**src/design/cim_config.svh**
```systemverilog
//*************************************************
// geometry of the cim word array and the host bus
// include wherever a width or the row count is needed
//*************************************************
`ifndef CIM_CONFIG_SVH
`define CIM_CONFIG_SVH

// bits per row, also the avalon data width
`define CIM_WORD_WIDTH 32

// row address, as carried in the instruction fields
`define CIM_ADDR_WIDTH 8

// number of rows in the array
`define CIM_DEPTH 256

// avalon word address
// top bit set means a row load, clear means an instruction
`define CIM_HOST_ADDR_WIDTH 9

`endif

```
**src/design/cim_pkg.sv**
```systemverilog
//*************************************************
// shared types for the cim word array
// opcodes, instruction views, alu control and bus structs
//*************************************************
`include "cim_config.svh"

package cim_pkg;

    // instruction opcodes, byte 31:24 of a command word
    typedef enum logic [7:0] {
        MOVE  = 8'h01,
        ORC   = 8'h03,
        ANDC  = 8'h04,
        XORC  = 8'h05,
        LSHFT = 8'h08,
        RSHFT = 8'h09,
        PINV  = 8'h0E,
        ADDS  = 8'h0F,
        SCIN  = 8'h10
    } cim_opcode_e;

    // single-row form, move / invert / shifts / scin
    typedef struct packed {
        cim_opcode_e                 opcode;
        logic [`CIM_ADDR_WIDTH-1:0]  src;
        logic [`CIM_ADDR_WIDTH-1:0]  dst;
        logic [2:0]                  rsvd;
        logic [4:0]                  shamt;
    } cim_cmd_single_t;

    // two-row form, or / and / xor / add
    typedef struct packed {
        cim_opcode_e                 opcode;
        logic [`CIM_ADDR_WIDTH-1:0]  src_a;
        logic [`CIM_ADDR_WIDTH-1:0]  src_b;
        logic [`CIM_ADDR_WIDTH-1:0]  dst;
    } cim_cmd_dual_t;

    // one command word, read through whichever view the opcode calls for
    typedef union packed {
        cim_cmd_single_t single;
        cim_cmd_dual_t   dual;
    } cim_cmd_u;

    typedef enum logic [2:0] {
        ALU_PASS,
        ALU_NOT,
        ALU_SHL,
        ALU_SHR,
        ALU_OR,
        ALU_AND,
        ALU_XOR,
        ALU_ADD
    } cim_alu_op_e;

    typedef struct packed {
        cim_alu_op_e op;
        logic [4:0]  shamt;
        logic        carry_load;
        logic        carry_value;
        logic        carry_update;
    } cim_alu_ctrl_t;

    // registered row reads plus the two-row sense results
    typedef struct packed {
        logic [`CIM_WORD_WIDTH-1:0] row_a;
        logic [`CIM_WORD_WIDTH-1:0] row_b;
        logic [`CIM_WORD_WIDTH-1:0] and_word;
        logic [`CIM_WORD_WIDTH-1:0] or_word;
    } cim_sense_t;

    // port a only uses addr
    typedef struct packed {
        logic [`CIM_ADDR_WIDTH-1:0] addr;
        logic [`CIM_WORD_WIDTH-1:0] wdata;
        logic                       wren;
    } cim_port_t;

    typedef struct packed {
        logic [`CIM_HOST_ADDR_WIDTH-1:0] address;
        logic [`CIM_WORD_WIDTH-1:0]      writedata;
        logic                            write;
        logic                            read;
    } avmm_req_t;

    typedef struct packed {
        logic [`CIM_WORD_WIDTH-1:0] readdata;
        logic                       readdatavalid;
        logic                       waitrequest;
    } avmm_rsp_t;

endpackage

```
**src/design/cim_row_alu.sv**
```systemverilog
//*************************************************
// row alu of the cim array
// builds the result word for each instruction from the
// sensed rows and keeps the add carry flag
//*************************************************
`timescale 1ns/1ps
`include "cim_config.svh"

module cim_row_alu (
    input  logic                          sys_clk_in,
    input  logic                          sys_reset_in,
    input  cim_pkg::cim_alu_ctrl_t        alu_ctrl,
    input  cim_pkg::cim_sense_t           sense,
    output logic [`CIM_WORD_WIDTH-1:0]    result
);
    import cim_pkg::*;

    // carry flag between adds
    logic                        carry_q;
    // one extra bit for carry out
    logic [`CIM_WORD_WIDTH:0]    sum;

    assign sum = {1'b0, sense.row_a}
               + {1'b0, sense.row_b}
               + {{`CIM_WORD_WIDTH{1'b0}}, carry_q};

    always_comb
    begin
        case (alu_ctrl.op)
            ALU_PASS:
                result = sense.row_a;
            ALU_NOT:
                result = ~sense.row_a;
            // logical shifts, zero fill
            ALU_SHL:
                result = sense.row_a << alu_ctrl.shamt;
            ALU_SHR:
                result = sense.row_a >> alu_ctrl.shamt;
            ALU_OR:
                result = sense.or_word;
            ALU_AND:
                result = sense.and_word;
            // xor is or with the and bits knocked out
            ALU_XOR:
                result = sense.or_word & ~sense.and_word;
            ALU_ADD:
                result = sum[`CIM_WORD_WIDTH-1:0];
            default:
                result = sense.row_a;
        endcase
    end

    // scin loads the flag
    // adds update it as the result is written
    always_ff @(posedge sys_clk_in or posedge sys_reset_in)
    begin
        if (sys_reset_in)
        begin
            carry_q <= 1'b0;
        end
        else if (alu_ctrl.carry_load)
        begin
            carry_q <= alu_ctrl.carry_value;
        end
        else if (alu_ctrl.carry_update)
        begin
            carry_q <= sum[`CIM_WORD_WIDTH];
        end
    end

    // load and update come from different instructions
    a_carry_exclusive: assert property (@(posedge sys_clk_in) disable iff (sys_reset_in)
        !(alu_ctrl.carry_load && alu_ctrl.carry_update))
        else $error("carry load and carry update together");

endmodule

```
**config.mk**
```make
export PLATFORM = sky130hd
export DESIGN_NAME = cim_row_alu
export DESIGN_NICKNAME = d
export VERILOG_FILES = /design/src/design/cim_pkg.sv /design/src/design/cim_row_alu.sv
export VERILOG_INCLUDE_DIRS = /design/src /design/src/design
export SDC_FILE = /design/constraint.sdc
export NUM_CORES = 1
export LEC_CHECK = 0
export ABC_AREA = 1
export BUFFER_PORTS_ARGS = -buffer_cell sky130_fd_sc_hd__buf_2
export CORE_MARGIN = 10
export CORE_UTILIZATION = 42
export DETAILED_ROUTE_END_ITERATION = 10
export HOLD_SLACK_MARGIN = 0.12
export PLACE_DENSITY = 0.71
export SKIP_CTS_REPAIR_TIMING = 1
export SYNTH_ARGS = -nofsm -noshare
export SYNTH_HDL_FRONTEND = slang
export SYNTH_SLANG_ARGS = --single-unit
export TNS_END_PERCENT = 20
```
**constraint.sdc**
```tcl
create_clock -name sys_clk_in -period 2.28 [get_ports sys_clk_in]
set_input_delay 0.342 -clock sys_clk_in [delete_from_list [all_inputs] [get_ports sys_clk_in]]
set_output_delay 0.342 -clock sys_clk_in [all_outputs]
set_load 0.02 [all_outputs]
```
==> results_dict.tcl <==
set metrics [dict create \
    status "finished with violations" \
    violations "setup timing" \
    leakage_nw 5.596 \
    period_share 1.205 \
    layout-drive-gt1-share 0.2930 \
    seq_area_frac_synth 0.003433 \
    core_area_mm2 0.01718 \
    fp.dieW_um 151.7 \
    dr.first_iter.drc_count 1335 \
    clock_latency_ps 0 \
    via_per_inst 5.961 \
    setup_ws_ps -467.6 \
    ir_drop_mv 0.2006 \
    netlist_area_mm2 0.007289 \
    ys.warnings.count 0 \
    rsz0062_at_grt "yes" \
    finalSetupTns_ps -7285 \
    largest_reg_flops 1 \
    hp-class "in -> async" \
    grt_start_max_net_pins 54 \
    powerDensity_mw_per_mm2 269.4 \
    grt_usage 0.3579 \
    synthToLayoutAreaGrowth_pct 43.31 \
    largest_register "carry_q" \
    highest_layer "met5" \
    vias 12070 \
    drt-met1-wl_um 16970 \
    final_cells 2024 \
    end_kind "output port" \
    grt.overflow.total 0 \
    arrival_ps 2410 \
    nets 1971 \
    relSlewSlack 0.6884 \
    period_needed_ps 2748 \
    drv_cap 0 \
    dr.pass1.iters 6 \
    fillerInstances 1801 \
    yosysTopAreaCell "nand3_1" \
    die_y_um 151.7 \
    dp_cells 2020 \
    rows 48 \
    dr_wl_met2_um 18150 \
    syn-num-nets 1658 \
    grt_pass1_wl_um 63420 \
    dp_hpwl_um 36350 \
    place_congestion 1.079 \
    io_pins 173 \
    clkTransAtPathRegs_ps 0 \
    avgSynthCellArea_um2 4.912 \
    die-area_mm2 0.02303 \
    wirelength_um 43570 \
    ant_nets 0 \
    portBuffers 172 \
    dr_wl_met3_um 5556 \
    reg_top3 "carry_q x1" \
    skew_ps 0 \
    seq_area_um2 25.02 \
    slew_viol_final 0 \
    multiInputGateArea_mm2 0.006679 \
    synth_cell_types 46 \
    tightest_slew_ps 464.6 \
    syn_inst 1484 \
    cp_data_required_time_ps 1940 \
    antenna_found_initial 4 \
    routedWlPerCell_um 21.53 \
    start_util 0.4244 \
    synth_top_area_frac 0.2705 \
    fmax_ghz 0.3640 \
    start_kind "input pin" \
    drc 0 \
    critical_path_class "in -> out" \
    cp_max_fo 3 \
    ys_ff_latch 1 \
    grt_pass1_vias 10950 \
    setup_viol 32 \
    synthTopCellsByArea "nand3_1 (27%), nand2_1 (22%), nor2_1 (8.1%), inv_1 (7.6%), ha_1 (5.3%)" \
    hold_violations 0 \
]
layout make-up:
class                   count  area share
diodes                      4   0.0009582
inverters                 159     0.05881
well taps                 225     0.02695
multi-input cells        1251      0.6394
flip-flops and latches      1    0.002395
repair buffers            384      0.2715
report_power, final:
part | leakage [nW] | switching [mW] | internal [mW]
sequential | 0.0118 | 0.00266 | 0.0204
clock | 0.0000254 | 0 | 0.0000000233
combinational | 5.58 | 1.69 | 1.10
total | 5.60 | 1.69 | 1.12
logic make-up after synthesis:
family                   Yosys count  synth area share
AO/OA/AOI/OAI                    145            0.1224
XOR/XNOR                           1          0.001202
adder cells (fa/ha/maj)           33           0.05870
buffers and inverters            232            0.1456
flip-flops                         1          0.003432
multiplexers                       1          0.003089
AND/OR/NAND/NOR                 1071            0.6656
worst max-delay path, stage by stage:
cell	delay, ps
buf_8	100
fa_2	410
fa_2	440
buf_6	140
xnor2_2	110
o22ai_1	90
nand3b_1	200
a21oi_2	170
nand3_1	120
nand2_1	110
inv_1	60
buf_6	130
path summary, 6_finish.rpt:
check,start,to,slack [ps],cells after the start
max,sense[64],result[2],-470,12
min,sys_reset_in,carry_q,180,2
max reg2reg,carry_q,carry_q,-50,13
min reg2reg,carry_q,carry_q,550,2
max in group asynchronous,sys_reset_in,carry_q,2010,2
min in group sys_clk_in,carry_q,carry_q,550,2
cell usage in the layout, fill, tap and decap left out, types with 7 or more instances in the layout:
cell / n
nor2_2: 13
a21oi_1: 47
o211ai_1: 15
nor2_1: 146
nand4_1: 23
a211oi_1: 10
and2_1: 8
o21ai_1: 12
o21ai_0: 20
nand3_1: 382
ha_4: 17
nor3_1: 7
buf_12: 22
inv_2: 10
inv_1: 145
nand3_2: 15
a21oi_2: 12
ha_1: 12
nand2_2: 28
buf_4: 207
nand2_4: 13
buf_6: 9
buf_2: 145
nand2_1: 412
o2111ai_1: 12
stage by stage:
step	instance area, um^2	util	hold WS, ps	total power, mW	setup WS, ps
after global routing	10440	0.6077	186.5	2.995	-549.4
final	10450	0.6082	177.5	2.814	-467.6
after detailed placement	9910	0.5769	176.0	2.528	-487.4
after floorplan	7355	-	70.71	1.399	-46.99
after global placement	9910	0.5769	174.9	2.515	-458.4
after CTS	9910	0.5769	177.6	2.539	-490.7
Yosys cell counts, drive strengths merged:
cell type    n
o211ai      18
nor2       164
a21oi       61
inv        158
clkinv       1
nand2      453
nor3         7
nand4       23
o22ai        2
mux2i        1
o21bai       2
o21ai       33
xnor2        1
nand3      399
nand3b       4
or2          5
a31oi        3
fa           2
buf         67
a21o         1
clkbuf       6
o2111ai     13
ha          31
dfrtp        1
a211oi      12
and2        12
and3         4
layer usage:
layer / track usage / vias to the layer above
li1: - / 5584
met1: 0.4636 / 5427
met2: 0.5342 / 891
met3: 0.08880 / 159
met4: 0.1897 / 4
met5: 0 / -
Note: power is estimated with default switching activity, not from simulation.
