==> config.mk <==
export PLATFORM = sky130hd
export DESIGN_NAME = cim_sequencer
export DESIGN_NICKNAME = d
export VERILOG_FILES = /design/src/design/cim_pkg.sv /design/src/design/cim_sequencer.sv
export VERILOG_INCLUDE_DIRS = /design/src /design/src/design
export SDC_FILE = /design/constraint.sdc
export NUM_CORES = 1
export LEC_CHECK = 0
export BUFFER_PORTS_ARGS = -buffer_cell sky130_fd_sc_hd__buf_4
export CORE_UTILIZATION = 40
export DETAILED_ROUTE_END_ITERATION = 10
export GPL_TIMING_DRIVEN = 0
export HOLD_SLACK_MARGIN = 0.05
export PLACE_DENSITY = 0.69
export SLEW_MARGIN = 10
export SYNTH_ARGS = -nofsm -noshare
export SYNTH_HDL_FRONTEND = slang
export SYNTH_SLANG_ARGS = --single-unit
==> constraint.sdc <==
create_clock -name sys_clk_in -period 4.5 [get_ports sys_clk_in]
set_input_delay 0.9 -clock sys_clk_in [delete_from_list [all_inputs] [get_ports sys_clk_in]]
set_output_delay 0.9 -clock sys_clk_in [all_outputs]
set_load 0.02 [all_outputs]
==> src/design/cim_config.svh <==
//*************************************************
// geometry of the cim word array and the host bus
// include wherever a width or the row count is needed
//*************************************************
`ifndef CIM_CONFIG_SVH
`define CIM_CONFIG_SVH

// bits per row, also the avalon data width
`define CIM_WORD_WIDTH 32

// row address, as carried in the instruction fields
`define CIM_ADDR_WIDTH 8

// number of rows in the array
`define CIM_DEPTH 256

// avalon word address
// top bit set means a row load, clear means an instruction
`define CIM_HOST_ADDR_WIDTH 9

`endif

==> src/design/cim_pkg.sv <==
//*************************************************
// shared types for the cim word array
// opcodes, instruction views, alu control and bus structs
//*************************************************
`include "cim_config.svh"

package cim_pkg;

    // instruction opcodes, byte 31:24 of a command word
    typedef enum logic [7:0] {
        MOVE  = 8'h01,
        ORC   = 8'h03,
        ANDC  = 8'h04,
        XORC  = 8'h05,
        LSHFT = 8'h08,
        RSHFT = 8'h09,
        PINV  = 8'h0E,
        ADDS  = 8'h0F,
        SCIN  = 8'h10
    } cim_opcode_e;

    // single-row form, move / invert / shifts / scin
    typedef struct packed {
        cim_opcode_e                 opcode;
        logic [`CIM_ADDR_WIDTH-1:0]  src;
        logic [`CIM_ADDR_WIDTH-1:0]  dst;
        logic [2:0]                  rsvd;
        logic [4:0]                  shamt;
    } cim_cmd_single_t;

    // two-row form, or / and / xor / add
    typedef struct packed {
        cim_opcode_e                 opcode;
        logic [`CIM_ADDR_WIDTH-1:0]  src_a;
        logic [`CIM_ADDR_WIDTH-1:0]  src_b;
        logic [`CIM_ADDR_WIDTH-1:0]  dst;
    } cim_cmd_dual_t;

    // one command word, read through whichever view the opcode calls for
    typedef union packed {
        cim_cmd_single_t single;
        cim_cmd_dual_t   dual;
    } cim_cmd_u;

    typedef enum logic [2:0] {
        ALU_PASS,
        ALU_NOT,
        ALU_SHL,
        ALU_SHR,
        ALU_OR,
        ALU_AND,
        ALU_XOR,
        ALU_ADD
    } cim_alu_op_e;

    typedef struct packed {
        cim_alu_op_e op;
        logic [4:0]  shamt;
        logic        carry_load;
        logic        carry_value;
        logic        carry_update;
    } cim_alu_ctrl_t;

    // registered row reads plus the two-row sense results
    typedef struct packed {
        logic [`CIM_WORD_WIDTH-1:0] row_a;
        logic [`CIM_WORD_WIDTH-1:0] row_b;
        logic [`CIM_WORD_WIDTH-1:0] and_word;
        logic [`CIM_WORD_WIDTH-1:0] or_word;
    } cim_sense_t;

    // port a only uses addr
    typedef struct packed {
        logic [`CIM_ADDR_WIDTH-1:0] addr;
        logic [`CIM_WORD_WIDTH-1:0] wdata;
        logic                       wren;
    } cim_port_t;

    typedef struct packed {
        logic [`CIM_HOST_ADDR_WIDTH-1:0] address;
        logic [`CIM_WORD_WIDTH-1:0]      writedata;
        logic                            write;
        logic                            read;
    } avmm_req_t;

    typedef struct packed {
        logic [`CIM_WORD_WIDTH-1:0] readdata;
        logic                       readdatavalid;
        logic                       waitrequest;
    } avmm_rsp_t;

endpackage

==> src/design/cim_sequencer.sv <==
//*************************************************
// control FSM for the cim array
// takes avalon transfers, then sequences the array ports
// and the row alu through load, read and instruction paths
//*************************************************
`timescale 1ns/1ps
`include "cim_config.svh"

module cim_sequencer (
    input  logic                             sys_clk_in,
    input  logic                             sys_reset_in,
    input  cim_pkg::avmm_req_t               host_req,
    output cim_pkg::avmm_rsp_t               host_rsp,
    output cim_pkg::cim_port_t               port_a,
    output cim_pkg::cim_port_t               port_b,
    output cim_pkg::cim_alu_ctrl_t           alu_ctrl,
    input  logic [`CIM_WORD_WIDTH-1:0]       alu_result,
    input  logic [`CIM_WORD_WIDTH-1:0]       readback
);
    import cim_pkg::*;

    typedef enum logic [3:0] {
        ST_IDLE,
        ST_LOAD,
        ST_SETUP,
        ST_EVAL,
        ST_WRITE,
        ST_SHORT,
        ST_READ_1,
        ST_READ_2,
        ST_READ_3
    } seq_state_e;

    seq_state_e                  state, next_state;
    cim_cmd_u                    cmd_q, next_cmd;
    cim_cmd_u                    host_cmd;
    logic [`CIM_ADDR_WIDTH-1:0]  addr_a_q, next_addr_a;
    logic [`CIM_ADDR_WIDTH-1:0]  addr_b_q, next_addr_b;
    logic                        wren_b_q, next_wren_b;
    logic [`CIM_WORD_WIDTH-1:0]  load_word_q, next_load_word;
    cim_alu_ctrl_t               alu_q, next_alu;
    logic [`CIM_WORD_WIDTH-1:0]  readdata_q, next_readdata;
    logic                        rdv_q, next_rdv;
    logic                        waitreq_q, next_waitreq;
    logic                        accept;
    logic                        cmd_is_dual;
    cim_alu_op_e                 op_decoded;

    // avalon transfer completes when waitrequest is low
    assign accept   = (host_req.write || host_req.read) && !waitreq_q;
    assign host_cmd = host_req.writedata;

    // opcode picks the field view and the alu function
    always_comb
    begin
        cmd_is_dual = 1'b0;
        op_decoded  = ALU_PASS;
        case (cmd_q.single.opcode)
            PINV:  op_decoded = ALU_NOT;
            LSHFT: op_decoded = ALU_SHL;
            RSHFT: op_decoded = ALU_SHR;
            ORC:
            begin
                cmd_is_dual = 1'b1;
                op_decoded  = ALU_OR;
            end
            ANDC:
            begin
                cmd_is_dual = 1'b1;
                op_decoded  = ALU_AND;
            end
            XORC:
            begin
                cmd_is_dual = 1'b1;
                op_decoded  = ALU_XOR;
            end
            ADDS:
            begin
                cmd_is_dual = 1'b1;
                op_decoded  = ALU_ADD;
            end
            default: op_decoded = ALU_PASS;
        endcase
    end

    always_comb
    begin
        next_state          = state;
        next_cmd            = cmd_q;
        next_addr_a         = addr_a_q;
        next_addr_b         = addr_b_q;
        next_wren_b         = 1'b0;
        next_load_word      = load_word_q;
        next_alu            = alu_q;
        next_alu.carry_load   = 1'b0;
        next_alu.carry_update = 1'b0;
        next_readdata       = readdata_q;
        next_rdv            = 1'b0;
        next_waitreq        = waitreq_q;
        case (state)
            ST_IDLE:
            begin
                // one idle cycle after each operation before waitrequest drops
                next_waitreq = 1'b0;
                if (accept)
                begin
                    next_waitreq = 1'b1;
                    if (host_req.write && host_req.address[`CIM_HOST_ADDR_WIDTH-1])
                    begin
                        // row load, written straight from the host word
                        next_addr_b    = host_req.address[`CIM_ADDR_WIDTH-1:0];
                        next_load_word = host_req.writedata;
                        next_wren_b    = 1'b1;
                        next_state     = ST_LOAD;
                    end
                    else if (host_req.write)
                    begin
                        next_cmd = host_cmd;
                        case (host_cmd.single.opcode)
                            MOVE, PINV, LSHFT, RSHFT, ORC, ANDC, XORC, ADDS:
                                next_state = ST_SETUP;
                            // scin and unknown opcodes skip the array
                            default:
                                next_state = ST_SHORT;
                        endcase
                    end
                    else
                    begin
                        next_addr_a = host_req.address[`CIM_ADDR_WIDTH-1:0];
                        next_state  = ST_READ_1;
                    end
                end
            end
            ST_LOAD:
                next_state = ST_IDLE;
            ST_SETUP:
            begin
                next_alu.op    = op_decoded;
                next_alu.shamt = cmd_q.single.shamt;
                if (cmd_is_dual)
                begin
                    next_addr_a = cmd_q.dual.src_a;
                    next_addr_b = cmd_q.dual.src_b;
                end
                else
                begin
                    next_addr_a = cmd_q.single.src;
                    next_addr_b = cmd_q.single.src;
                end
                next_state = ST_EVAL;
            end
            ST_EVAL:
            begin
                // sense data lands at the end of this cycle
                // port b swaps to dst only after it has sampled src_b
                next_addr_b = cmd_is_dual ? cmd_q.dual.dst : cmd_q.single.dst;
                next_wren_b = 1'b1;
                next_alu.carry_update = (cmd_q.single.opcode == ADDS);
                next_state  = ST_WRITE;
            end
            ST_WRITE:
                next_state = ST_IDLE;
            ST_SHORT:
            begin
                // carry comes from the lsb of the src field
                next_alu.carry_load  = (cmd_q.single.opcode == SCIN);
                next_alu.carry_value = cmd_q.single.src[0];
                next_state = ST_IDLE;
            end
            ST_READ_1:
                next_state = ST_READ_2;
            ST_READ_2:
                next_state = ST_READ_3;
            ST_READ_3:
            begin
                next_readdata = readback;
                next_rdv      = 1'b1;
                next_waitreq  = 1'b0;
                next_state    = ST_IDLE;
            end
            default:
                next_state = ST_IDLE;
        endcase
    end

    always_ff @(posedge sys_clk_in or posedge sys_reset_in)
    begin
        if (sys_reset_in)
        begin
            state     <= ST_IDLE;
            wren_b_q  <= 1'b0;
            alu_q     <= '0;
            rdv_q     <= 1'b0;
            waitreq_q <= 1'b1;
        end
        else
        begin
            state     <= next_state;
            wren_b_q  <= next_wren_b;
            alu_q     <= next_alu;
            rdv_q     <= next_rdv;
            waitreq_q <= next_waitreq;
        end
    end

    // command and data registers
    always_ff @(posedge sys_clk_in)
    begin
        cmd_q       <= next_cmd;
        addr_a_q    <= next_addr_a;
        addr_b_q    <= next_addr_b;
        load_word_q <= next_load_word;
        readdata_q  <= next_readdata;
    end

    // port b takes the host word on a load, the alu result otherwise
    assign port_a   = '{addr: addr_a_q, wdata: '0, wren: 1'b0};
    assign port_b   = '{addr: addr_b_q,
                        wdata: (state == ST_LOAD) ? load_word_q : alu_result,
                        wren: wren_b_q};
    assign alu_ctrl = alu_q;
    assign host_rsp = '{readdata: readdata_q, readdatavalid: rdv_q, waitrequest: waitreq_q};

    // a write must never still be pending once back in idle
    a_no_write_in_idle: assert property (@(posedge sys_clk_in) disable iff (sys_reset_in)
        (state == ST_IDLE) |-> !wren_b_q)
        else $error("port b write active in idle");

    // one readdatavalid pulse per read
    a_rdv_single: assert property (@(posedge sys_clk_in) disable iff (sys_reset_in)
        rdv_q |=> !rdv_q)
        else $error("readdatavalid held for two cycles");

endmodule

==> flow_metrics.env, run 1 <==
export IMPL_outcome="completed"
export IMPL_yosysUniqueCellTypes=43
export IMPL_tns_ns=0
export IMPL_synthesis_area_sq_um=5480
export IMPL_grt_pass1_wl_um=20100
export IMPL_synthXorXnorAreaFrac=0.00320
export IMPL_finalClockSkew_ns=0.00822
export IMPL_initial_core_util=0.412
export IMPL_synth_compound_area_frac=0.0580
export IMPL_synth_top_family_by_area="simple AND/OR/NAND/NOR gates"
export IMPL_place_ws_ns=1.42
export IMPL_start_kind="register"
export IMPL_syn_avg_cell_area_sq_um=14.5
export IMPL_place_congestion=0.858
export IMPL_drc_errors=0
export IMPL_setup_viol=0
export IMPL_yosysMostFrequentCell="edfxtp_1"
export IMPL_yosys_warnings=0
export IMPL_rows=42
export IMPL_numPortBuffers=202
export IMPL_p_per_area_nw_per_um2=520
export IMPL_area_delta_synth_final_pct=44.8
export IMPL_grt_max_degree=34
export IMPL_drive_gt1_frac=0.433
export IMPL_clkTransAtPathRegs_ns=0.05
export IMPL_fmax_mhz=289
export IMPL_ant_nets=0
export IMPL_synth_cells=377
export IMPL_swShare=0.306
export IMPL_clock_sinks=130
export IMPL_fin_crit_sh=0.769
export IMPL_synth_area_leaders="edfxtp_1 61%, dfrtp_1 7.8%, mux2_1 6.8%"
export IMPL_antenna_found_initial=0
export IMPL_seqPwrFrac=0.393
export IMPL_hold_class="register to register"
export IMPL_utilization=0.597
export IMPL_n_fill_cell=1057
export IMPL_cts_setup_buffers=0
export IMPL_path_buf_inv=3
export IMPL_p_comb_frac=0.298
export IMPL_core_sq_um=13300
export IMPL_hold_buffers=0
export IMPL_drv_cap=0
export IMPL_grt_pass1_vias=3884
export IMPL_finalNetCount=740
export IMPL_hold_viol=0
export IMPL_avgViaCountPerCell=4.73
export IMPL_holdWs_ns=0.474
export IMPL_synthAdderAreaFrac=0
export IMPL_cp_arrival_ns=2.56
export IMPL_worstSetupPathType="register to output port"
export IMPL_rsz0062_at_grt="no"
export IMPL_synthMuxAreaShare=0.0849
export IMPL_tritoncts="yes"
export IMPL_design_power_total_mw=4.13
export IMPL_synth_async_sr_flop_share=0.138
export IMPL_gr_total_overflow=0
export IMPL_final_max_slew_viol_count=0
export IMPL_first_pass_iters=5
export IMPL_cp_common_cell="buf_2"
export IMPL_drt_total_wl_um=13100
export IMPL_synthSimpleGateAreaFrac=0.0918
export IMPL_die_w_um=119
export IMPL_root_buffer="clkbuf_16"
export IMPL_drt_iter0_drc=206
export IMPL_fin_ws_ns=1.04
export IMPL_cp_required_ns=3.60
export IMPL_synth_top_area_share=0.614
export IMPL_synth_seq_cells=130
export IMPL_critPathMaxStageDelay_ns=0.48
export IMPL_hpwlAfterDp_um=9900
export IMPL_endpoint_kind="output port"
export IMPL_clk_latency_ns=0.41
export IMPL_cp_top_family="simple AND/OR/NAND/NOR gates"
export IMPL_power_net_switching_mw=1.26
export IMPL_die_h_um=119
export IMPL_period_needed_ns=3.46
export IMPL_wl_per_cell_um=16.0
export IMPL_clkPwrFrac=0.309
export IMPL_cts_path_max_buffers=2
export IMPL_yosys_top_cells_count="112 x edfxtp_1, 58 x nand2_1, 36 x buf_4"
export IMPL_htreeDepth=4
export IMPL_slew_headroom=0.370
export IMPL_tightest_slew_ns=0.943
export IMPL_critPathMaxFanout=10
export IMPL_dieArea_sq_um=14200
export IMPL_internal_power_mw=2.86
export IMPL_yosysTopAreaCell="edfxtp_1"
export IMPL_pin_count=236
export IMPL_vias=3882
export IMPL_ys_seq_area_frac=0.696
export IMPL_track_usage=0.191
export IMPL_ir_worst_vdd_mv=0.242
export IMPL_numCtsBuffers=17
export IMPL_synth_edf_count=112
export IMPL_postCtsResizedCells=0
export IMPL_antenna_cells=0
export IMPL_power_leakage_nw=3.38
export IMPL_cp_slowest_cell="nor2_1"
export IMPL_synthFlopType="edfxtp_1"
export IMPL_cp_cell_sequence="buf_2 -> or2_1 -> nor2_1 -> buf_2 -> mux2_1 -> buf_4"
routing by layer:
layer	up-vias	share of wire	global-route usage
met5	-	0	0
met4	0	0.021	0.0791
met1	1840	0.39	0.228
li1	1841	-	-
met3	20	0.069	0.0556
met2	181	0.52	0.322
metrics by stage:
step | std cells | instance area (sq um)
after global placement | 787 | 7340
after floorplan | 409 | 5600
after detailed placement | 788 | 7380
after global routing | 820 | 7930
after CTS | 820 | 7930
final | 820 | 7930
cells in the final DEF, fill, tap and decap left out, types with 4 or more instances in the layout:
master       n
nand2_1     58
dfrtp_1     17
a221o_1      8
nand2b_1    10
mux2i_1      8
mux2_1      33
o21ai_1     13
o211ai_1     8
o21ai_0      9
nand3_1      4
conb_1      33
edfxtp_1   112
buf_4      238
clkbuf_1    10
nor3_1       4
clkbuf_16   17
buf_2        7
clkbuf_8     4
cells by family (layout without fill, tap and decap cells):
logic type | count (synthesis) | count (layout)
and+or+nand+nor | 100 | 100
xor gates and xnor gates | 2 | 2
muxes | 42 | 42
other | 1 | 33
DFF | 130 | 130
AOI/OAI and AO/OA | 47 | 47
buffers and inverters | 55 | 290
power groups by stage:
stage / sequential [mW] / combinational (mW) / clock (mW)
after global routing: 1.64 / 1.33 / 1.35
after floorplan: 1.73 / 0.624 / 0
after CTS: 1.62 / 1.24 / 1.30
after detailed placement: 1.65 / 1.24 / 0
final: 1.62 / 1.23 / 1.27
after global placement: 1.64 / 1.20 / 0
worst register-to-register path, cell delays in order, from the launching register on:
cell	delay [ns]
dfrtp_1	0.35
buf_2	0.18
nor3b_2	0.61
nand2b_1	0.10
clkbuf_1	0.25
clkbuf_1	0.32
o21ai_1	0.51
state kept, by name (all words and copies together) (netlist names):
register / cells
readdata_q: 32
cmd_q: 32
addr_a_q: 8
state: 4
rdv_q: 1
alu_ctrl: 11
wren_b_q: 1
addr_b_q: 8
load_word_q: 32
waitreq_q: 1
final cells by class:
cell class                      count  area, sq um  area share
Sequential cell                   130         3810       0.481
Tap cell                          176          220      0.0278
Timing Repair Buffer              203         1540       0.195
Buffer                             51          343      0.0432
Multi-Input combinational cell    224         1440       0.182
Inverter                            4         15.0     0.00189
Clock buffer                       25          495      0.0625
Clock inverter                      7         58.8     0.00741
worst paths after layout:
path / startpoint / to / slack, ns / cells past startpoint
worst min-delay path: alu_ctrl[10] / alu_ctrl[10] / 0.47 / 2
worst max-delay path: state[1] / port_b[11] / 1.04 / 6
worst min register to register: alu_ctrl[10] / alu_ctrl[10] / 0.47 / 2
min in group asynchronous: sys_reset_in / alu_ctrl[2] / 0.64 / 2
max in group asynchronous: sys_reset_in / alu_ctrl[10] / 3.37 / 2
worst max register to register: state[2] / addr_a_q[6] / 1.80 / 6
Power figures use the tool's default switching activity.
==> run 2, diff against run 1 <==
--- a/config.mk
+++ b/config.mk
@@ -6,12 +6,13 @@
 export SDC_FILE = /design/constraint.sdc
 export NUM_CORES = 1
 export LEC_CHECK = 0
+export ABC_AREA = 1
 export BUFFER_PORTS_ARGS = -buffer_cell sky130_fd_sc_hd__buf_4
 export CORE_UTILIZATION = 40
 export DETAILED_ROUTE_END_ITERATION = 10
 export GPL_TIMING_DRIVEN = 0
 export HOLD_SLACK_MARGIN = 0.05
-export PLACE_DENSITY = 0.69
+export PLACE_DENSITY = 0.71
 export SLEW_MARGIN = 10
 export SYNTH_ARGS = -nofsm -noshare
 export SYNTH_HDL_FRONTEND = slang
==> constraint.sdc (replaced) <==
create_clock -name sys_clk_in -period 2.8 [get_ports sys_clk_in]
set_input_delay 0.56 -clock sys_clk_in [delete_from_list [all_inputs] [get_ports sys_clk_in]]
set_output_delay 0.56 -clock sys_clk_in [all_outputs]
set_load 0.02 [all_outputs]
==> run 2 against run 1 <==
  * Cell count is 7.1% higher
  * First-iteration DRC count down 26%
  * Clock power grew 62%
  * Routed wire length increased by 6.4%
  * Utilization decreased by 0.75 points
  * Sequential power is 60% higher
  * Via count rose by 2.9%
  * Critical path type unchanged
  * Largest power group unchanged
==> flow_metrics.env, run 2 <==
export IMPL_grt_pass1_wl_um=20400
export IMPL_grt_pass1_vias=3987
export IMPL_yosys_top_cells_count="112 x edfxtp_1, 63 x nand2_1, 40 x buf_4"
export IMPL_yosysTopAreaCell="edfxtp_1"
export IMPL_tritoncts="yes"
export IMPL_root_buffer="clkbuf_16"
export IMPL_cts_setup_buffers=0
export IMPL_die_w_um=122
export IMPL_rows=43
export IMPL_drt_total_wl_um=13900
export IMPL_tns_ns=0
export IMPL_n_fill_cell=1134
export IMPL_area_sequential_sq_um=3810
export IMPL_mostFrequentLayoutCells="242 x buf_4, 112 x edfxtp_1, 63 x nand2_1, 38 x inv_1, 33 x conb_1"
export IMPL_antenna_found_initial=0
export IMPL_clk_latency_ns=0.41
export IMPL_antenna_cells=0
export IMPL_top_layer="met4"
export IMPL_finalClockSkew_ns=0.00504
export IMPL_drive_gt1_frac=0.519
export IMPL_synthSimpleGateAreaFrac=0.137
export IMPL_synth_top_family_by_area="simple AND/OR/NAND/NOR gates"
export IMPL_tightest_slew_ns=0.952
export IMPL_ant_nets=0
export IMPL_power_leakage_nw=3.81
export IMPL_crit_start="state[2]"
export IMPL_drt_iter0_drc=153
export IMPL_cp_required_ns=2.24
export IMPL_synth_edf_count=112
export IMPL_numPortBuffers=202
export IMPL_slew_headroom=0.364
export IMPL_m1WireLength_um=5260
export IMPL_utilization=0.589
export IMPL_final_common_cell="buf_4"
export IMPL_worstSetupPathType="register to output port"
export IMPL_gr_total_overflow=0
export IMPL_endpoint="port_b[25]"
export IMPL_die_h_um=122
export IMPL_postCtsResizedCells=0
export IMPL_ir_worst_vdd_mv=0.495
export IMPL_reg_largest_list="cmd_q: 32 flops, load_word_q: 32 flops, readdata_q: 32 flops"
export IMPL_wl_per_cell_um=15.9
export IMPL_initial_core_util=0.412
export IMPL_cp_arrival_ns=1.89
export IMPL_multiInputGateArea_sq_um=1550
export IMPL_yosysMostFrequentCell="edfxtp_1"
export IMPL_outcome="completed"
export IMPL_place_congestion=0.879
export IMPL_synth_area_leaders="edfxtp_1 58%, mux2_4 7.8%, dfrtp_1 7.4%"
export IMPL_start_kind="register"
export IMPL_track_usage=0.190
export IMPL_cp_cell_sequence="nor2_2 -> nand2_2 -> buf_6 -> mux2_4 -> buf_4"
export IMPL_period_needed_ns=2.45
export IMPL_ys_seq_area_frac=0.662
export IMPL_placed_cells=847
export IMPL_core_sq_um=14000
export IMPL_cts_path_max_buffers=2
export IMPL_synth_cells=431
export IMPL_design_power_total_mw=6.85
export IMPL_critPathMaxFanout=10
export IMPL_clock_sinks=130
export IMPL_avgViaCountPerCell=4.55
export IMPL_vias=3996
export IMPL_critPathMaxStageDelay_ns=0.42
export IMPL_fmax_mhz=409
export IMPL_hold_viol=0
export IMPL_hold_class="primary input to asynchronous set/reset pin"
export IMPL_fin_crit_sh=0.874
export IMPL_synthesis_area_sq_um=5760
export IMPL_hold_buffers=0
export IMPL_met3WireLength_um=1100
export IMPL_r2r_slack_ns=0.47
export IMPL_met2_wirelength_um=7300
export IMPL_cp_slowest_cell="dfrtp_1"
export IMPL_yosysUniqueCellTypes=31
export IMPL_dieArea_sq_um=14900
export IMPL_synthFlopType="edfxtp_1"
export IMPL_timing_rr_end="addr_b_q[2]"
export IMPL_synth_seq_cells=130
export IMPL_setup_viol=0
export IMPL_final_max_slew_viol_count=0
export IMPL_htreeDepth=4
export IMPL_drc_errors=0
export IMPL_p_per_area_nw_per_um2=831
export IMPL_synthMuxAreaShare=0.0820
export IMPL_yosys_warnings=0
export IMPL_syn_avg_cell_area_sq_um=13.4
export IMPL_synth_top_area_share=0.583
export IMPL_rsz0062_at_grt="no"
export IMPL_synth_compound_area_frac=0.0241
export IMPL_first_pass_iters=4
export IMPL_finalNetCount=795
export IMPL_r2r_start="state[2]"
export IMPL_synth_async_sr_flop_share=0.138
export IMPL_pin_count=236
export IMPL_clkTransAtPathRegs_ns=0.06
export IMPL_area_delta_synth_final_pct=43.0
export IMPL_synthXorXnorAreaFrac=0
export IMPL_drv_cap=0
export IMPL_endpoint_kind="output port"
export IMPL_reg2regPathDepth=7
export IMPL_synthAdderAreaFrac=0
export IMPL_final_cells=878
export IMPL_numCtsBuffers=17
export IMPL_hpwlAfterDp_um=10400
export IMPL_grt_max_degree=34
==> run 2: cell count changes in the layout (fill, tap and decap cells not counted), sizes merged, moves of 5 or more <==
cell	before	now
nand2b	10	0
o211ai	8	1
nor2	5	28
a221o	8	0
inv	4	46
clkbuf	31	17
nand2	58	78
mux2i	9	0
o21ai	22	17
nand3	4	39
==> run 2: logic make-up (layout without fill, tap and decap cells) <==
logic type             after synthesis  in the layout
multiplexers                        32             32
buffers and inverters               92            327
other                                1             33
flip-flops                         130            130
AO/OA/AOI/OAI                       26             26
AND/OR/NAND/NOR                    150            150
==> run 2: report_power, final <==
group          switching (mW)  leakage (nW)  internal, mW
Combinational            1.27          2.29         0.936
Sequential              0.114          1.25          2.47
Clock                   0.779         0.264          1.28
Total                    2.17          3.81          4.69
==> run 2: final cells by class <==
cell class / count / share of cell area
plain buffers: 46 / 0.0449
clock buffers: 17 / 0.0516
clock inverters: 14 / 0.0149
inverters: 46 / 0.0209
multi-input cells: 241 / 0.188
flip-flops and latches: 130 / 0.463
well taps: 180 / 0.0273
repair buffers: 204 / 0.189
==> run 2: worst min-delay path by stage <==
stage,to,slack (ns),cells past startpoint
CTS,readdata_q[29],0.30,1
detailed placement,alu_ctrl[10],0.47,2
finish,alu_ctrl[10],0.32,2
floorplan,waitreq_q,0.45,2
global route,readdata_q[29],0.30,1
global placement,state[3],0.47,1
==> run 2: per-layer routing <==
metal | vias up | global-route usage
met1 | 1886 | 0.212
li1 | 1912 | -
met4 | 0 | 0.106
met3 | 21 | 0.0566
met2 | 177 | 0.323
met5 | - | 0
==> run 2: critical path, delay by kind of cell (launching register included) <==
kind	cells	cell delay (ns)
buf+inv	2	0.37
flops	1	0.42
simple gates	2	0.38
mux	1	0.31
==> run 2: per-stage QoR <==
| stage | hold WS, ns | instance area (sq um) | setup slack (ns) |
|---|---|---|---|
| after floorplan | 0.452 | 5890 | 0.330 |
| after global placement | 0.466 | 7630 | -0.466 |
| after detailed placement | 0.472 | 7690 | 0.388 |
| after CTS | 0.302 | 8240 | 0.319 |
| after global routing | 0.303 | 8240 | 0.261 |
| final | 0.317 | 8240 | 0.353 |
